### config.mk
export PLATFORM = sky130hd
export DESIGN_NAME = fetch_top
export DESIGN_NICKNAME = d
export VERILOG_FILES = /design/src/verilog/fetch_pkg.sv /design/src/verilog/fetch_if.sv /design/src/verilog/if_stage.sv /design/src/verilog/fetch_queue.sv /design/src/verilog/branch_unit.sv /design/src/verilog/fetch_top.sv
export SDC_FILE = /design/constraint.sdc
export NUM_CORES = 1
export LEC_CHECK = 0
export BUFFER_PORTS_ARGS = -buffer_cell sky130_fd_sc_hd__buf_2
export CORE_ASPECT_RATIO = 0.5
export CORE_MARGIN = 4
export CORE_UTILIZATION = 54
export DETAILED_ROUTE_END_ITERATION = 8
export PLACE_DENSITY = 0.73
export SLEW_MARGIN = 20
export SYNTH_ARGS = -nofsm -noshare
export SYNTH_HDL_FRONTEND = slang
export SYNTH_SLANG_ARGS = --single-unit
### constraint.sdc
create_clock -name clk_i -period 10.8 [get_ports clk_i]
set_input_delay 1.62 -clock clk_i [delete_from_list [all_inputs] [get_ports clk_i]]
set_output_delay 1.62 -clock clk_i [all_outputs]
set_load 0.005 [all_outputs]
### src/verilog/fetch_pkg.sv
// fetch front end package: address, instruction and pc types, exception causes, opcodes
`default_nettype none

package fetch_pkg;

    // program counter, full xlen
    typedef logic [63:0] pc_t;

    // virtual address toward the icache
    // only the low 40 bits of the pc
    typedef logic [39:0] vaddr_t;

    // one 32-bit instruction word
    typedef logic [31:0] inst_t;

    // risc-v mcause encodings for fetch exceptions
    typedef enum logic [3:0] {
        INSTR_ADDR_MISALIGNED = 4'd0,
        INSTR_ACCESS_FAULT    = 4'd1,
        INSTR_PAGE_FAULT      = 4'd12
    } exc_cause_t;

    // next pc source
    // hold, sequential, or redirect
    typedef enum logic [1:0] {
        NEXT_PC_SEL_PC   = 2'd0,
        NEXT_PC_SEL_PC_4 = 2'd1,
        NEXT_PC_SEL_JUMP = 2'd2
    } next_pc_sel_t;

    // jal major opcode, inst[6:0]
    localparam logic [6:0] OPC_JAL = 7'b1101111;

endpackage

`default_nettype wire

### src/verilog/fetch_if.sv
// fetch entry link from the fetch stage to the fetch queue
`timescale 1ns/100ps
`default_nettype none

interface fetch_if;
    import fetch_pkg::*;

    // entry strobe, one entry per cycle when high
    logic       valid;
    // pc the entry was fetched from
    pc_t        pc;
    // instruction word, zero on misaligned entries
    inst_t      inst;
    // exception flag and its cause
    logic       ex_valid;
    exc_cause_t ex_cause;

    // fetch stage side
    modport source (output valid, output pc, output inst, output ex_valid, output ex_cause);

    // queue side
    modport sink (input valid, input pc, input inst, input ex_valid, input ex_cause);

endinterface

`default_nettype wire

### src/verilog/if_stage.sv
// fetch stage: holds the pc, picks the next pc, requests the icache and builds fetch entries
`timescale 1ns/100ps
`default_nettype none

module if_stage #(
    parameter fetch_pkg::pc_t RESET_PC = 64'h200
) (
    input  logic                   clk_i,
    input  logic                   rstn_i,
    // queue full, no fetch this cycle
    input  logic                   stall_i,
    // next pc source and redirect target
    input  fetch_pkg::next_pc_sel_t next_pc_sel_i,
    input  fetch_pkg::pc_t         pc_jump_i,
    // icache response, same cycle as request
    input  logic                   icache_valid_i,
    input  fetch_pkg::inst_t       icache_data_i,
    input  logic                   icache_access_fault_i,
    input  logic                   icache_page_fault_i,
    // icache request
    output logic                   icache_req_valid_o,
    output fetch_pkg::vaddr_t      icache_vaddr_o,
    // entry toward the queue
    fetch_if.source                fetch_o
);
    import fetch_pkg::*;

    pc_t  pc_q;
    pc_t  next_pc;

    logic ex_misaligned;
    logic ex_access_fault;
    logic ex_page_fault;

    // next pc mux
    always_comb begin
        unique case (next_pc_sel_i)
            NEXT_PC_SEL_PC:   next_pc = pc_q;
            NEXT_PC_SEL_PC_4: next_pc = pc_q + 64'd4;
            NEXT_PC_SEL_JUMP: next_pc = pc_jump_i;
            default:          next_pc = pc_q;
        endcase
    end

    // pc register, loads every edge
    always_ff @(posedge clk_i or negedge rstn_i) begin
        if (!rstn_i) begin
            pc_q <= RESET_PC;
        end else begin
            pc_q <= next_pc;
        end
    end

    // misalignment is caught here, before the cache
    assign ex_misaligned   = |pc_q[1:0];
    // faults only count on a valid response
    assign ex_access_fault = icache_valid_i & icache_access_fault_i;
    assign ex_page_fault   = icache_valid_i & icache_page_fault_i;

    // no request for a misaligned pc or a full queue
    assign icache_req_valid_o = !ex_misaligned && !stall_i;
    assign icache_vaddr_o     = pc_q[$bits(vaddr_t)-1:0];

    // entry from a cache response or a misaligned pc
    assign fetch_o.valid = !stall_i && (icache_valid_i || ex_misaligned);
    assign fetch_o.pc    = pc_q;
    // misaligned entries carry no instruction
    assign fetch_o.inst  = ex_misaligned ? '0 : icache_data_i;

    // exception priority
    // misaligned, then access fault, then page fault
    always_comb begin
        fetch_o.ex_valid = 1'b1;
        if (ex_misaligned) begin
            fetch_o.ex_cause = INSTR_ADDR_MISALIGNED;
        end else if (ex_access_fault) begin
            fetch_o.ex_cause = INSTR_ACCESS_FAULT;
        end else if (ex_page_fault) begin
            fetch_o.ex_cause = INSTR_PAGE_FAULT;
        end else begin
            fetch_o.ex_cause = INSTR_ADDR_MISALIGNED;
            fetch_o.ex_valid = 1'b0;
        end
    end

endmodule

`default_nettype wire

### src/verilog/fetch_queue.sv
// fetch queue: circular buffer of fetch entries between fetch and the branch unit
`timescale 1ns/100ps
`default_nettype none

module fetch_queue #(
    parameter int unsigned QDEPTH = 4
) (
    input  logic                 clk_i,
    input  logic                 rstn_i,
    // entries from the fetch stage
    fetch_if.sink                push_i,
    input  logic                 pop_i,
    input  logic                 flush_i,
    output logic                 full_o,
    output logic                 empty_o,
    // head entry, read combinationally
    output fetch_pkg::pc_t       head_pc_o,
    output fetch_pkg::inst_t     head_inst_o,
    output logic                 head_ex_valid_o,
    output fetch_pkg::exc_cause_t head_ex_cause_o
);
    import fetch_pkg::*;

    localparam int unsigned AW = $clog2(QDEPTH);

    // entry storage, one array per field
    pc_t        mem_pc       [QDEPTH];
    inst_t      mem_inst     [QDEPTH];
    logic       mem_ex_valid [QDEPTH];
    exc_cause_t mem_ex_cause [QDEPTH];

    // pointers with an extra wrap bit
    logic [AW:0] wr_ptr_q;
    logic [AW:0] rd_ptr_q;
    logic        do_push;

    // flush drops a same cycle push
    assign do_push = push_i.valid && !flush_i;

    always_ff @(posedge clk_i or negedge rstn_i) begin
        if (!rstn_i) begin
            wr_ptr_q <= '0;
            rd_ptr_q <= '0;
        end else if (flush_i) begin
            wr_ptr_q <= '0;
            rd_ptr_q <= '0;
        end else begin
            if (do_push) begin
                wr_ptr_q <= wr_ptr_q + 1'b1;
            end
            if (pop_i) begin
                rd_ptr_q <= rd_ptr_q + 1'b1;
            end
        end
    end

    // payload write
    always_ff @(posedge clk_i) begin
        if (do_push) begin
            mem_pc[wr_ptr_q[AW-1:0]]       <= push_i.pc;
            mem_inst[wr_ptr_q[AW-1:0]]     <= push_i.inst;
            mem_ex_valid[wr_ptr_q[AW-1:0]] <= push_i.ex_valid;
            mem_ex_cause[wr_ptr_q[AW-1:0]] <= push_i.ex_cause;
        end
    end

    // same index, different wrap bit means full
    assign empty_o = (wr_ptr_q == rd_ptr_q);
    assign full_o  = (wr_ptr_q[AW-1:0] == rd_ptr_q[AW-1:0]) && (wr_ptr_q[AW] != rd_ptr_q[AW]);

    assign head_pc_o       = mem_pc[rd_ptr_q[AW-1:0]];
    assign head_inst_o     = mem_inst[rd_ptr_q[AW-1:0]];
    assign head_ex_valid_o = mem_ex_valid[rd_ptr_q[AW-1:0]];
    assign head_ex_cause_o = mem_ex_cause[rd_ptr_q[AW-1:0]];

endmodule

`default_nettype wire

### src/verilog/branch_unit.sv
// branch unit: drains the fetch queue to issue and redirects fetch on jal and exceptions
`timescale 1ns/100ps
`default_nettype none

module branch_unit #(
    parameter fetch_pkg::pc_t TRAP_VEC = 64'h100
) (
    input  logic                    clk_i,
    input  logic                    rstn_i,
    // queue head
    input  logic                    empty_i,
    input  fetch_pkg::pc_t          head_pc_i,
    input  fetch_pkg::inst_t        head_inst_i,
    input  logic                    head_ex_valid_i,
    input  fetch_pkg::exc_cause_t   head_ex_cause_i,
    // fetch pushed an entry this cycle
    input  logic                    fetch_push_i,
    input  logic                    issue_stall_i,
    // queue control
    output logic                    pop_o,
    output logic                    flush_o,
    // fetch control
    output fetch_pkg::next_pc_sel_t next_pc_sel_o,
    output fetch_pkg::pc_t          pc_jump_o,
    // registered issue side
    output logic                    issue_valid_o,
    output fetch_pkg::pc_t          issue_pc_o,
    output fetch_pkg::inst_t        issue_inst_o,
    output logic                    issue_ex_valid_o,
    output fetch_pkg::exc_cause_t   issue_ex_cause_o
);
    import fetch_pkg::*;

    logic is_jal;
    logic redirect;
    pc_t  jal_imm;

    // drain whenever issue can take it
    assign pop_o = !empty_i && !issue_stall_i;

    // exception entries are never decoded
    assign is_jal = (head_inst_i[6:0] == OPC_JAL) && !head_ex_valid_i;

    // j-type immediate, sign extended
    assign jal_imm = {{43{head_inst_i[31]}}, head_inst_i[31], head_inst_i[19:12],
                      head_inst_i[20], head_inst_i[30:21], 1'b0};

    assign redirect = pop_o && (head_ex_valid_i || is_jal);
    assign flush_o  = redirect;

    // trap vector wins over the jump target
    assign pc_jump_o = head_ex_valid_i ? TRAP_VEC : head_pc_i + jal_imm;

    // redirect, then advance, then hold
    always_comb begin
        if (redirect) begin
            next_pc_sel_o = NEXT_PC_SEL_JUMP;
        end else if (fetch_push_i) begin
            next_pc_sel_o = NEXT_PC_SEL_PC_4;
        end else begin
            next_pc_sel_o = NEXT_PC_SEL_PC;
        end
    end

    // issue strobe
    always_ff @(posedge clk_i or negedge rstn_i) begin
        if (!rstn_i) begin
            issue_valid_o <= 1'b0;
        end else begin
            issue_valid_o <= pop_o;
        end
    end

    // issue payload, captured on pop
    always_ff @(posedge clk_i) begin
        if (pop_o) begin
            issue_pc_o       <= head_pc_i;
            issue_inst_o     <= head_inst_i;
            issue_ex_valid_o <= head_ex_valid_i;
            issue_ex_cause_o <= head_ex_cause_i;
        end
    end

endmodule

`default_nettype wire

### src/verilog/fetch_top.sv
// fetch front end top: fetch stage, fetch queue and branch unit wired together
`timescale 1ns/100ps
`default_nettype none

module fetch_top #(
    parameter fetch_pkg::pc_t RESET_PC = 64'h200,
    parameter fetch_pkg::pc_t TRAP_VEC = 64'h100,
    parameter int unsigned    QDEPTH   = 4
) (
    input  logic                  clk_i,
    input  logic                  rstn_i,
    // icache
    output logic                  icache_req_valid_o,
    output fetch_pkg::vaddr_t     icache_vaddr_o,
    input  logic                  icache_valid_i,
    input  fetch_pkg::inst_t      icache_data_i,
    input  logic                  icache_access_fault_i,
    input  logic                  icache_page_fault_i,
    // issue
    input  logic                  issue_stall_i,
    output logic                  issue_valid_o,
    output fetch_pkg::pc_t        issue_pc_o,
    output fetch_pkg::inst_t      issue_inst_o,
    output logic                  issue_ex_valid_o,
    output fetch_pkg::exc_cause_t issue_ex_cause_o
);
    import fetch_pkg::*;

    // fetch stage to queue
    fetch_if fetch_bus ();

    // queue status and head
    logic         q_full;
    logic         q_empty;
    pc_t          head_pc;
    inst_t        head_inst;
    logic         head_ex_valid;
    exc_cause_t   head_ex_cause;

    // branch unit control
    logic         q_pop;
    logic         q_flush;
    next_pc_sel_t next_pc_sel;
    pc_t          pc_jump;

    if_stage #(
        .RESET_PC (RESET_PC)
    ) i_if_stage (
        .clk_i                 (clk_i),
        .rstn_i                (rstn_i),
        .stall_i               (q_full),
        .next_pc_sel_i         (next_pc_sel),
        .pc_jump_i             (pc_jump),
        .icache_valid_i        (icache_valid_i),
        .icache_data_i         (icache_data_i),
        .icache_access_fault_i (icache_access_fault_i),
        .icache_page_fault_i   (icache_page_fault_i),
        .icache_req_valid_o    (icache_req_valid_o),
        .icache_vaddr_o        (icache_vaddr_o),
        .fetch_o               (fetch_bus.source)
    );

    fetch_queue #(
        .QDEPTH (QDEPTH)
    ) i_fetch_queue (
        .clk_i           (clk_i),
        .rstn_i          (rstn_i),
        .push_i          (fetch_bus.sink),
        .pop_i           (q_pop),
        .flush_i         (q_flush),
        .full_o          (q_full),
        .empty_o         (q_empty),
        .head_pc_o       (head_pc),
        .head_inst_o     (head_inst),
        .head_ex_valid_o (head_ex_valid),
        .head_ex_cause_o (head_ex_cause)
    );

    branch_unit #(
        .TRAP_VEC (TRAP_VEC)
    ) i_branch_unit (
        .clk_i            (clk_i),
        .rstn_i           (rstn_i),
        .empty_i          (q_empty),
        .head_pc_i        (head_pc),
        .head_inst_i      (head_inst),
        .head_ex_valid_i  (head_ex_valid),
        .head_ex_cause_i  (head_ex_cause),
        .fetch_push_i     (fetch_bus.valid),
        .issue_stall_i    (issue_stall_i),
        .pop_o            (q_pop),
        .flush_o          (q_flush),
        .next_pc_sel_o    (next_pc_sel),
        .pc_jump_o        (pc_jump),
        .issue_valid_o    (issue_valid_o),
        .issue_pc_o       (issue_pc_o),
        .issue_inst_o     (issue_inst_o),
        .issue_ex_valid_o (issue_ex_valid_o),
        .issue_ex_cause_o (issue_ex_cause_o)
    );

endmodule

`default_nettype wire

==> results of run 1 <==
cells in the mapped netlist, types with 4 or more instances:
cell / number
sky130_fd_sc_hd__nand3_1: 48
sky130_fd_sc_hd__nor2b_1: 8
sky130_fd_sc_hd__o31ai_1: 7
sky130_fd_sc_hd__o211ai_1: 5
sky130_fd_sc_hd__buf_4: 42
sky130_fd_sc_hd__a31oi_1: 13
sky130_fd_sc_hd__xor2_1: 46
sky130_fd_sc_hd__nand4_1: 41
sky130_fd_sc_hd__inv_1: 19
sky130_fd_sc_hd__and3_1: 21
sky130_fd_sc_hd__o22ai_1: 26
sky130_fd_sc_hd__a22o_1: 4
sky130_fd_sc_hd__edfxtp_1: 495
sky130_fd_sc_hd__o21ai_1: 4
sky130_fd_sc_hd__ha_1: 68
sky130_fd_sc_hd__and2_1: 36
sky130_fd_sc_hd__mux2i_1: 6
sky130_fd_sc_hd__nor4_1: 4
sky130_fd_sc_hd__xnor2_1: 39
sky130_fd_sc_hd__mux4_2: 98
sky130_fd_sc_hd__a21oi_1: 126
sky130_fd_sc_hd__clkbuf_1: 59
sky130_fd_sc_hd__nand2_1: 128
sky130_fd_sc_hd__o21a_1: 15
sky130_fd_sc_hd__nand2b_1: 8
sky130_fd_sc_hd__o21bai_1: 15
sky130_fd_sc_hd__dfrtp_1: 70
sky130_fd_sc_hd__nor2_1: 73
sky130_fd_sc_hd__nor3_1: 19
sky130_fd_sc_hd__o21ai_0: 60
sky130_fd_sc_hd__or3_1: 11
sky130_fd_sc_hd__buf_1: 14
sky130_fd_sc_hd__buf_2: 7
sky130_fd_sc_hd__and4_1: 10
sky130_fd_sc_hd__a21o_1: 52
path summary, 6_finish.rpt:
| check | from | cells after the start | slack, ps | end |
|---|---|---|---|---|
| worst max-delay path | i_fetch_queue.rd_ptr_q[1]$_DFFE_PN0P_ | 13 | 5350 | i_if_stage.fetch_o.pc[62]$_DFFE_PN0P_ |
| worst min-delay path | i_if_stage.fetch_o.pc[59]$_DFFE_PN0P_ | 0 | 570 | i_fetch_queue.mem_pc[3][59]$_DFFE_PP_ |
| worst max register to register | i_fetch_queue.rd_ptr_q[1]$_DFFE_PN0P_ | 13 | 5350 | i_if_stage.fetch_o.pc[62]$_DFFE_PN0P_ |
| worst min register to register | i_if_stage.fetch_o.pc[59]$_DFFE_PN0P_ | 0 | 570 | i_fetch_queue.mem_pc[3][59]$_DFFE_PP_ |
| max in group asynchronous | rstn_i | 2 | 8730 | i_fetch_queue.rd_ptr_q[0]$_DFFE_PN0P_ |
| min in group asynchronous | rstn_i | 1 | 970 | i_branch_unit.issue_valid_o$_DFF_PN0_ |
cells by family (layout without fill, tap and decap cells):
kind of cell | after synthesis | in the layout | share of synthesized area [%]
AO/OA/AOI/OAI | 370 | 370 | 9.13
XOR/XNOR | 85 | 85 | 2.89
adder cells (fa/ha/maj) | 69 | 69 | 3.38
buffers and inverters | 143 | 312 | 2.76
flip-flops | 566 | 566 | 64.5
multiplexers | 105 | 105 | 8.89
other | 1 | 1 | 0.0145
AND/OR/NAND/NOR | 424 | 424 | 8.41
power by group through the flow:
stage	combinational (µW)	clock [µW]	sequential, µW
2_1_floorplan	3590	0	3610
3_3_place_gp	5020	0	3620
3_5_place_dp	5040	0	3640
4_1_cts	5070	1770	3600
5_1_grt	5550	1880	3660
6_report	5110	1740	3600
metal layers:
layer	wire [µm]	GRT usage, %
met1	26900	35.7
met2	27400	36.1
met3	4930	4.32
met4	1170	5.17
met5	0	0
final cells by class:
type	count	area, µm²
clock inverters	38	322
flip-flops and latches	566	16600
multi-input cells	1054	8480
fillers	3519	18400
inverters	20	77.6
well taps	638	798
clock buffers	56	1280
repair buffers	198	1040
sequential cells by signal, indices dropped and copies added, names as in the netlist, 2 cells and up:
signal                          count
i_branch_unit.issue_ex_cause_o      2
i_branch_unit.issue_pc_o           64
i_fetch_queue.wr_ptr_q              3
i_fetch_queue.rd_ptr_q              3
i_if_stage.fetch_o.pc              64
i_fetch_queue.mem_inst            128
i_fetch_queue.mem_pc              256
i_fetch_queue.mem_ex_cause          8
i_fetch_queue.mem_ex_valid          4
i_branch_unit.issue_inst_o         32
worst max-delay path: stages (launching register included):
cell and delay (ps):
sky130_fd_sc_hd__dfrtp_4 880, sky130_fd_sc_hd__buf_4 820, sky130_fd_sc_hd__mux4_2 360, sky130_fd_sc_hd__buf_4 450
sky130_fd_sc_hd__ha_1 400, sky130_fd_sc_hd__a21oi_1 210, sky130_fd_sc_hd__o21ai_0 190, sky130_fd_sc_hd__a2111oi_0 340
sky130_fd_sc_hd__a21oi_1 140, sky130_fd_sc_hd__a31oi_1 390, sky130_fd_sc_hd__o21ai_1 370, sky130_fd_sc_hd__a21boi_1 330
sky130_fd_sc_hd__mux2i_1 220, sky130_fd_sc_hd__o22ai_1 80
through the flow:
step / cell area [µm²] / utilization, %
after floorplan: 25800 / -
after global placement: 27000 / 57.5
after detailed placement: 27000 / 57.5
after CTS: 28700 / 60.9
after global routing: 28700 / 61.0
final: 28700 / 61.0
==> results, run 1 <==
- The flow ran to the end, and the final reports show no timing, DRC or antenna violations.
- The clock transition at the registers of the reported paths is 70 ps.
- The floorplan step set the die height to 163 µm.
- The count of buffers added by post-CTS timing repair for setup is 0.
- Across every metal layer, demand over resource in global routing totals 23.5%.
- The number of levels in the clock H-tree is 2.
- Net switching is 41.0% of the power.
- The violation count after the first detailed-routing iteration is 1705.
- The final setup TNS is 0 ps.
- In this run the core area contains 56 standard-cell rows.
- The CTS tree is built.
- The core region is around 47000 µm².
- The global-route wire length before repair is ~93000 µm.
- The number of global-route vias before repair is 15.5k.
- Setup slack closes at 5350 ps.
- Gates resized during post-CTS repair numbered 0.
- The period utilization is 50.4%.
- The synthesized netlist contains 81 unique library cells.
- Global routing finished with a remaining overflow of 0.
- The clock root buffer is sky130_fd_sc_hd__clkbuf_16.
- Across the routed clock network, the largest skew measured is 39.4 ps.
- Summed over all nets, the switching power comes to approximately 4300 µW.
- The actual slew at the worst max-slew pin is 1140 ps.
- Cell internal power was estimated by the tool at between 6000 and 7000 µW.
- The clock tree buffer depth is 3.
- The overall die width is 317 µm.
- The worst-case IR drop observed on VDD is 0.178 mV.
- The count of maximum capacitance violations is 0.
- The post-placement setup slack is 5410 ps.
- The routed length per placed instance is 23.5 µm.
- The most common cell after layout, fill and taps aside is sky130_fd_sc_hd__edfxtp_1.
- The number of nets in the synthesized netlist is 1870.
- The hold violation count in the final report is 0.
- For this design the static power due to leakage is 0.0105 µW.
- After technology mapping, the gate count stands at 1763.
- The non-filler instance count after layout is 2570.
- Hold repair after CTS inserted 0 buffers.
- For the finished layout, the period the worst path requires is 5450 ps.
- For this block, the via count after detailed routing is 15.9k.
- The cell area after synthesis is roughly 26000 µm².
- The total I/O pin count is 181.
- At the worst endpoint, the required time is between 10000 and 15000 ps.
- The classification of the worst-slack hold path is flop to flop.
- The fraction of final layout cells sized beyond drive strength 1 is 21.1%.
- The share of synthesized area occupied by flip-flops and latches is 64.5%.
- Setup repair after global routing left no endpoint under its margin.
- The share of total power dissipated in the clock network is between 10% and 20%.
- The cell type with the largest total area after synthesis is sky130_fd_sc_hd__edfxtp_1.
- The proportion of power drawn by combinational gates is 48.9%.
- The total of warnings raised by yosys is 0.
- STA classifies the critical path startpoint as a flop.
- Of all nets on the critical path, the largest fanout is 56.
- The data arrival time of the critical path is 5860 ps.
- Summed over its instances, the top area cell type makes up 57.6% of the synthesized netlist area.
- The number of flops mapped to enable cells by yosys is 495.
- The register bit total from synthesis is 566.
- The number of inserted diodes is 0.
- The tightest hold path in the finished design has a slack of 573 ps.
- The number of antenna violations at the first check in global routing was 1.
- The part of the total power dissipated in sequential elements is 34.4%.
- In this run the tightest slew margin relative to its limit is 24.0%.
- The total power divided by cell area is 365 nW/µm².
- In the synthesized netlist the dominant register cell turns out to be sky130_fd_sc_hd__edfxtp_1.
- After detailed routing, the number of remaining DRC violations is 0.
- After synthesis, the share of flip-flops with an asynchronous set or reset is 12.5%.
- The pin count of the biggest net entering global routing is a little under 70.
- The worst setup path is captured at a flop.
- The setup path with the least slack is of type flop to flop.
- Using the TritonRoute via totals, the vias-per-cell ratio works out to 6.18.
- Routability-driven placement finished with a final weighted congestion of roughly 0.91.
- The starting density of the core is 54.8%.
- The number of port buffers is approximately 180.
- The routed design has 60400 µm of wire.
- At the later pin of the worst-skew pair, clock insertion delay measures 600 ps.
- The post-route antenna net violation count is 0.
- The synthesis-to-finish area growth is 11.1%.
- The final net count is 1997.
- The count of final max-slew check failures was 0.
- The half-perimeter wire length after detailed placement is 40400 µm.
- The total clock buffers created by CTS is 50.
- For this run, the top clock speed supported by timing is around 180 MHz.
- Setup violations remaining at the end of the flow were counted as 0.
- The number of clock sinks is 566.
- After layout, the design draws a total of about 10000 µW.
- Once placement completed, the tool counted placed cells totaling 2476.
- The die covers 51500 µm².
- The average instance in the mapped netlist occupies roughly 15 µm².
- In the layout the commonest cells are sky130_fd_sc_hd__edfxtp_1, sky130_fd_sc_hd__buf_2, sky130_fd_sc_hd__nand2_1.
- In the post-synthesis netlist, the biggest area contributors are sky130_fd_sc_hd__edfxtp_1, sky130_fd_sc_hd__mux4_2, sky130_fd_sc_hd__dfrtp_1, sky130_fd_sc_hd__ha_1, sky130_fd_sc_hd__a21oi_1.
- The number of iterations in the first detailed-routing pass is 7.
Power figures use the tool's default switching activity.
==> inputs of run 2 (changes only) <==
==> constraint.sdc (replaced) <==
create_clock -name clk_i -period 5.2 [get_ports clk_i]
set_input_delay 0.78 -clock clk_i [delete_from_list [all_inputs] [get_ports clk_i]]
set_output_delay 0.78 -clock clk_i [all_outputs]
set_load 0.005 [all_outputs]
==> run 2 against run 1 <==
Net effect:
- clock skew fell by 17 ps
- via count increased by 0.49%
- cell count increased by 0.23%
- sequential power increased by 110%
- critical path depth unchanged
- clock power up 110%
- wire length is 3.4% higher
==> results, run 2 (synthesis results as in run 1) <==
- The count of maximum capacitance violations is 0.
- The total power divided by cell area is 763 nW/µm².
- The first global-routing pass estimated 94600 µm of wire.
- Dividing the final minimum period by the clock period gives between 80% and 90%.
- The hold violation count in the final report is 0.
- Using the TritonRoute via totals, the vias-per-cell ratio works out to roughly 6.2.
- In the layout the commonest cells are sky130_fd_sc_hd__edfxtp_1, sky130_fd_sc_hd__buf_2, sky130_fd_sc_hd__nand2_1.
- The chip height is 163 µm.
- The hold buffer count at CTS is 0.
- The count of final max-slew check failures came to 0.
- The normalized max-slew margin is 31.4%.
- The fraction of final layout cells sized beyond drive strength 1 is 21.5%.
- The number of inserted diodes is 0.
- The post-detailed-route DRC marker count is 0.
- The number of antenna violations at the first check in global routing was 0.
- Counting along the longest clock path gives a buffer depth of 3.
- For this design the top-level I/O count stands at 181.
- The critical path endpoint category is a flop.
- At the worst endpoint, the required time is ~5700 ps.
- Clock tree synthesis selected as its root buffer the cell sky130_fd_sc_hd__clkbuf_16.
- TritonCTS created 49 clock buffers.
- The number of failing setup endpoints in the final timing report is 0.
- Along the worst path, the maximum fanout reaches 29.
- The wire-length estimate of the detail-placed layout is slightly above 40000 µm.
- The final net count is 2004.
- TritonCTS built the clock tree.
- The worst reg2reg path endpoint is i_if_stage.fetch_o.pc[63]$_DFFE_PN0P_.
- The worst register-to-register path begins at i_fetch_queue.rd_ptr_q[0]$_DFFE_PN0P_.
- The data arrival time of the critical path is 5120 ps.
- The core region is about 47000 µm².
- The post-placement setup slack is 625 ps.
- Clock-pin slew was measured on the worst setup and hold paths at 70 ps.
- The number of levels in the clock H-tree is 2.
- The register-to-register setup slack is 560 ps.
- Walking the worst path, the cells encountered are buf_12 -> mux4_2 -> ha_1 -> a21o_1 -> o21bai_1 -> a221oi_1 -> o21ai_0 -> a21oi_2 -> o31ai_4 -> a41oi_2 -> o211ai_1 -> and3_1 -> o32ai_1.
- In this run the remaining antenna-violating nets after routing total 0.
- Summed over all cells, the static leakage comes to 0.0105 µW.
- Dividing the detail-routed wire length by the instance count gives 24.2 µm.
- The run finished with clean final reports.
- The critical path is of the flop to flop type.
- After global routing the overflow that remains totals 0.
- The global routing usage summed across all routing layers is 24.1%.
- The classification of the worst-slack hold path is input pin to async pin.
- The largest single stage delay on the critical path is 740 ps.
- The register with the most flip-flops in the layout has about 260 of them.
- The highest achievable clock rate is 216 MHz.
- The total via count after detailed routing is roughly 16k.
- The starting density of the core is 54.8%.
- The final setup TNS is 0 ps.
- At the pin with the least slew margin, the transition time is between 1000 and 1500 ps.
- The floorplan die area is slightly above 50000 µm².
- The instance count after placement with tap cells included is between 2k and 2.5k.
- Setup repair after global routing left no endpoint under its margin.
- The routed wire length is about 62000 µm.
- The number of iterations in the first detailed-routing pass is 7.
- The number of global-route vias before repair is 15.4k.
- The violation count after the first detailed-routing iteration is roughly 1.8k.
- The worst register-to-register path has a depth of 13.
- The synthesis-to-finish area growth is 11.8%.
- The pin count of the biggest net entering global routing is 100.
- The number of clock sinks is 566.
- The clock period minus worst slack is 4640 ps.
- Routability-driven placement finished with a final weighted congestion of 0.929.
- The maximum vdd drop is roughly 0.35 mV.
- The non-filler instance count after layout is 2576.
- The site row count is 56.
- The launching element type of the critical path is a flop.
- The library cell used most frequently in the layout, excluding fill and tap cells, is sky130_fd_sc_hd__edfxtp_1.
- The count of buffers added by post-CTS timing repair for setup is 0.
- Once the clock tree was built, the resizer swapped 0 gates to a different size.
- In this run the tool buffered the top-level ports with 179 buffer cells.
- The final worst setup slack is 563 ps.
- The floorplan step set the die width to 317 µm.
- The post-route clock skew is 22.2 ps.
- Clock latency on the worst-skew pair, taken at its later pin, is 600 ps.
- Among all stages on the critical path, the largest delay is contributed by sky130_fd_sc_hd__dfrtp_4.
- After filler insertion, the fill cell instance count of the layout stands at ~3.5k.
-- run 2: changes by cell type in the layout (fill, tap and decap cells not counted), sizes merged --
cell      previous run  this run
clkbuf              56        66
clkinv              24        14
buf                198       206
clkinvlp             9         7
-- run 2: critical path: cells and delay by family (launching register included) --
kind,cells,cell delay [ps]
mux,1,600
compound gates,9,2220
fa+ha+maj,1,410
buf+inv,1,300
simple gates,1,180
flops,1,740
-- run 2: area by class of cell --
class	instances	area (µm²)	share of cell area (%)
inverter	20	77.6	0.269
clock buffer	66	1340	4.65
tap	638	798	2.77
clock inverter	26	265	0.920
multi-input combinational	1054	8490	29.4
timing repair buffer	206	1220	4.22
sequential	566	16600	57.7
-- run 2: where the power goes --
part           internal (µW)  switching (µW)  leakage [µW]
Clock                   1950            1700      0.000764
Sequential              6920             552       0.00564
Combinational           4090            6790       0.00414
Total                  13000            9040        0.0105
-- run 2: worst max-delay path by stage --
stage / startpoint / cells after the start / end
after floorplan: i_fetch_queue.rd_ptr_q[0]$_DFFE_PN0P_ / 9 / i_fetch_queue.mem_ex_cause[1][0]$_DFFE_PP_
after global placement: i_fetch_queue.rd_ptr_q[0]$_DFFE_PN0P_ / 13 / i_if_stage.fetch_o.pc[63]$_DFFE_PN0P_
after detailed placement: i_fetch_queue.rd_ptr_q[0]$_DFFE_PN0P_ / 13 / i_if_stage.fetch_o.pc[63]$_DFFE_PN0P_
after CTS: i_fetch_queue.rd_ptr_q[0]$_DFFE_PN0P_ / 13 / i_if_stage.fetch_o.pc[63]$_DFFE_PN0P_
after global routing: i_fetch_queue.rd_ptr_q[0]$_DFFE_PN0P_ / 13 / i_if_stage.fetch_o.pc[44]$_DFFE_PN0P_
final: i_fetch_queue.rd_ptr_q[0]$_DFFE_PN0P_ / 13 / i_if_stage.fetch_o.pc[63]$_DFFE_PN0P_
-- run 2: routing by layer --
layer  up-vias  wire, µm  share of wire, %  global-route usage [%]
met5         -         0                 0                       0
met4         0       914               1.5                    3.67
met3        82      5310               8.5                    3.50
met2       700     28000                45                    36.6
met1      8055     28300                45                    38.2
li1       7115         -                 -                       -
-- run 2: metrics by stage --
step / util (%) / power [µW] / area (µm²) / hold slack [ps]
after floorplan: - / 14900 / 25800 / 484
after global placement: 57.9 / 18200 / 27200 / 552
after detailed placement: 57.9 / 18300 / 27200 / 563
after CTS: 61.3 / 21900 / 28800 / 411
after global routing: 61.3 / 23300 / 28800 / 288
final: 61.3 / 22000 / 28800 / 246
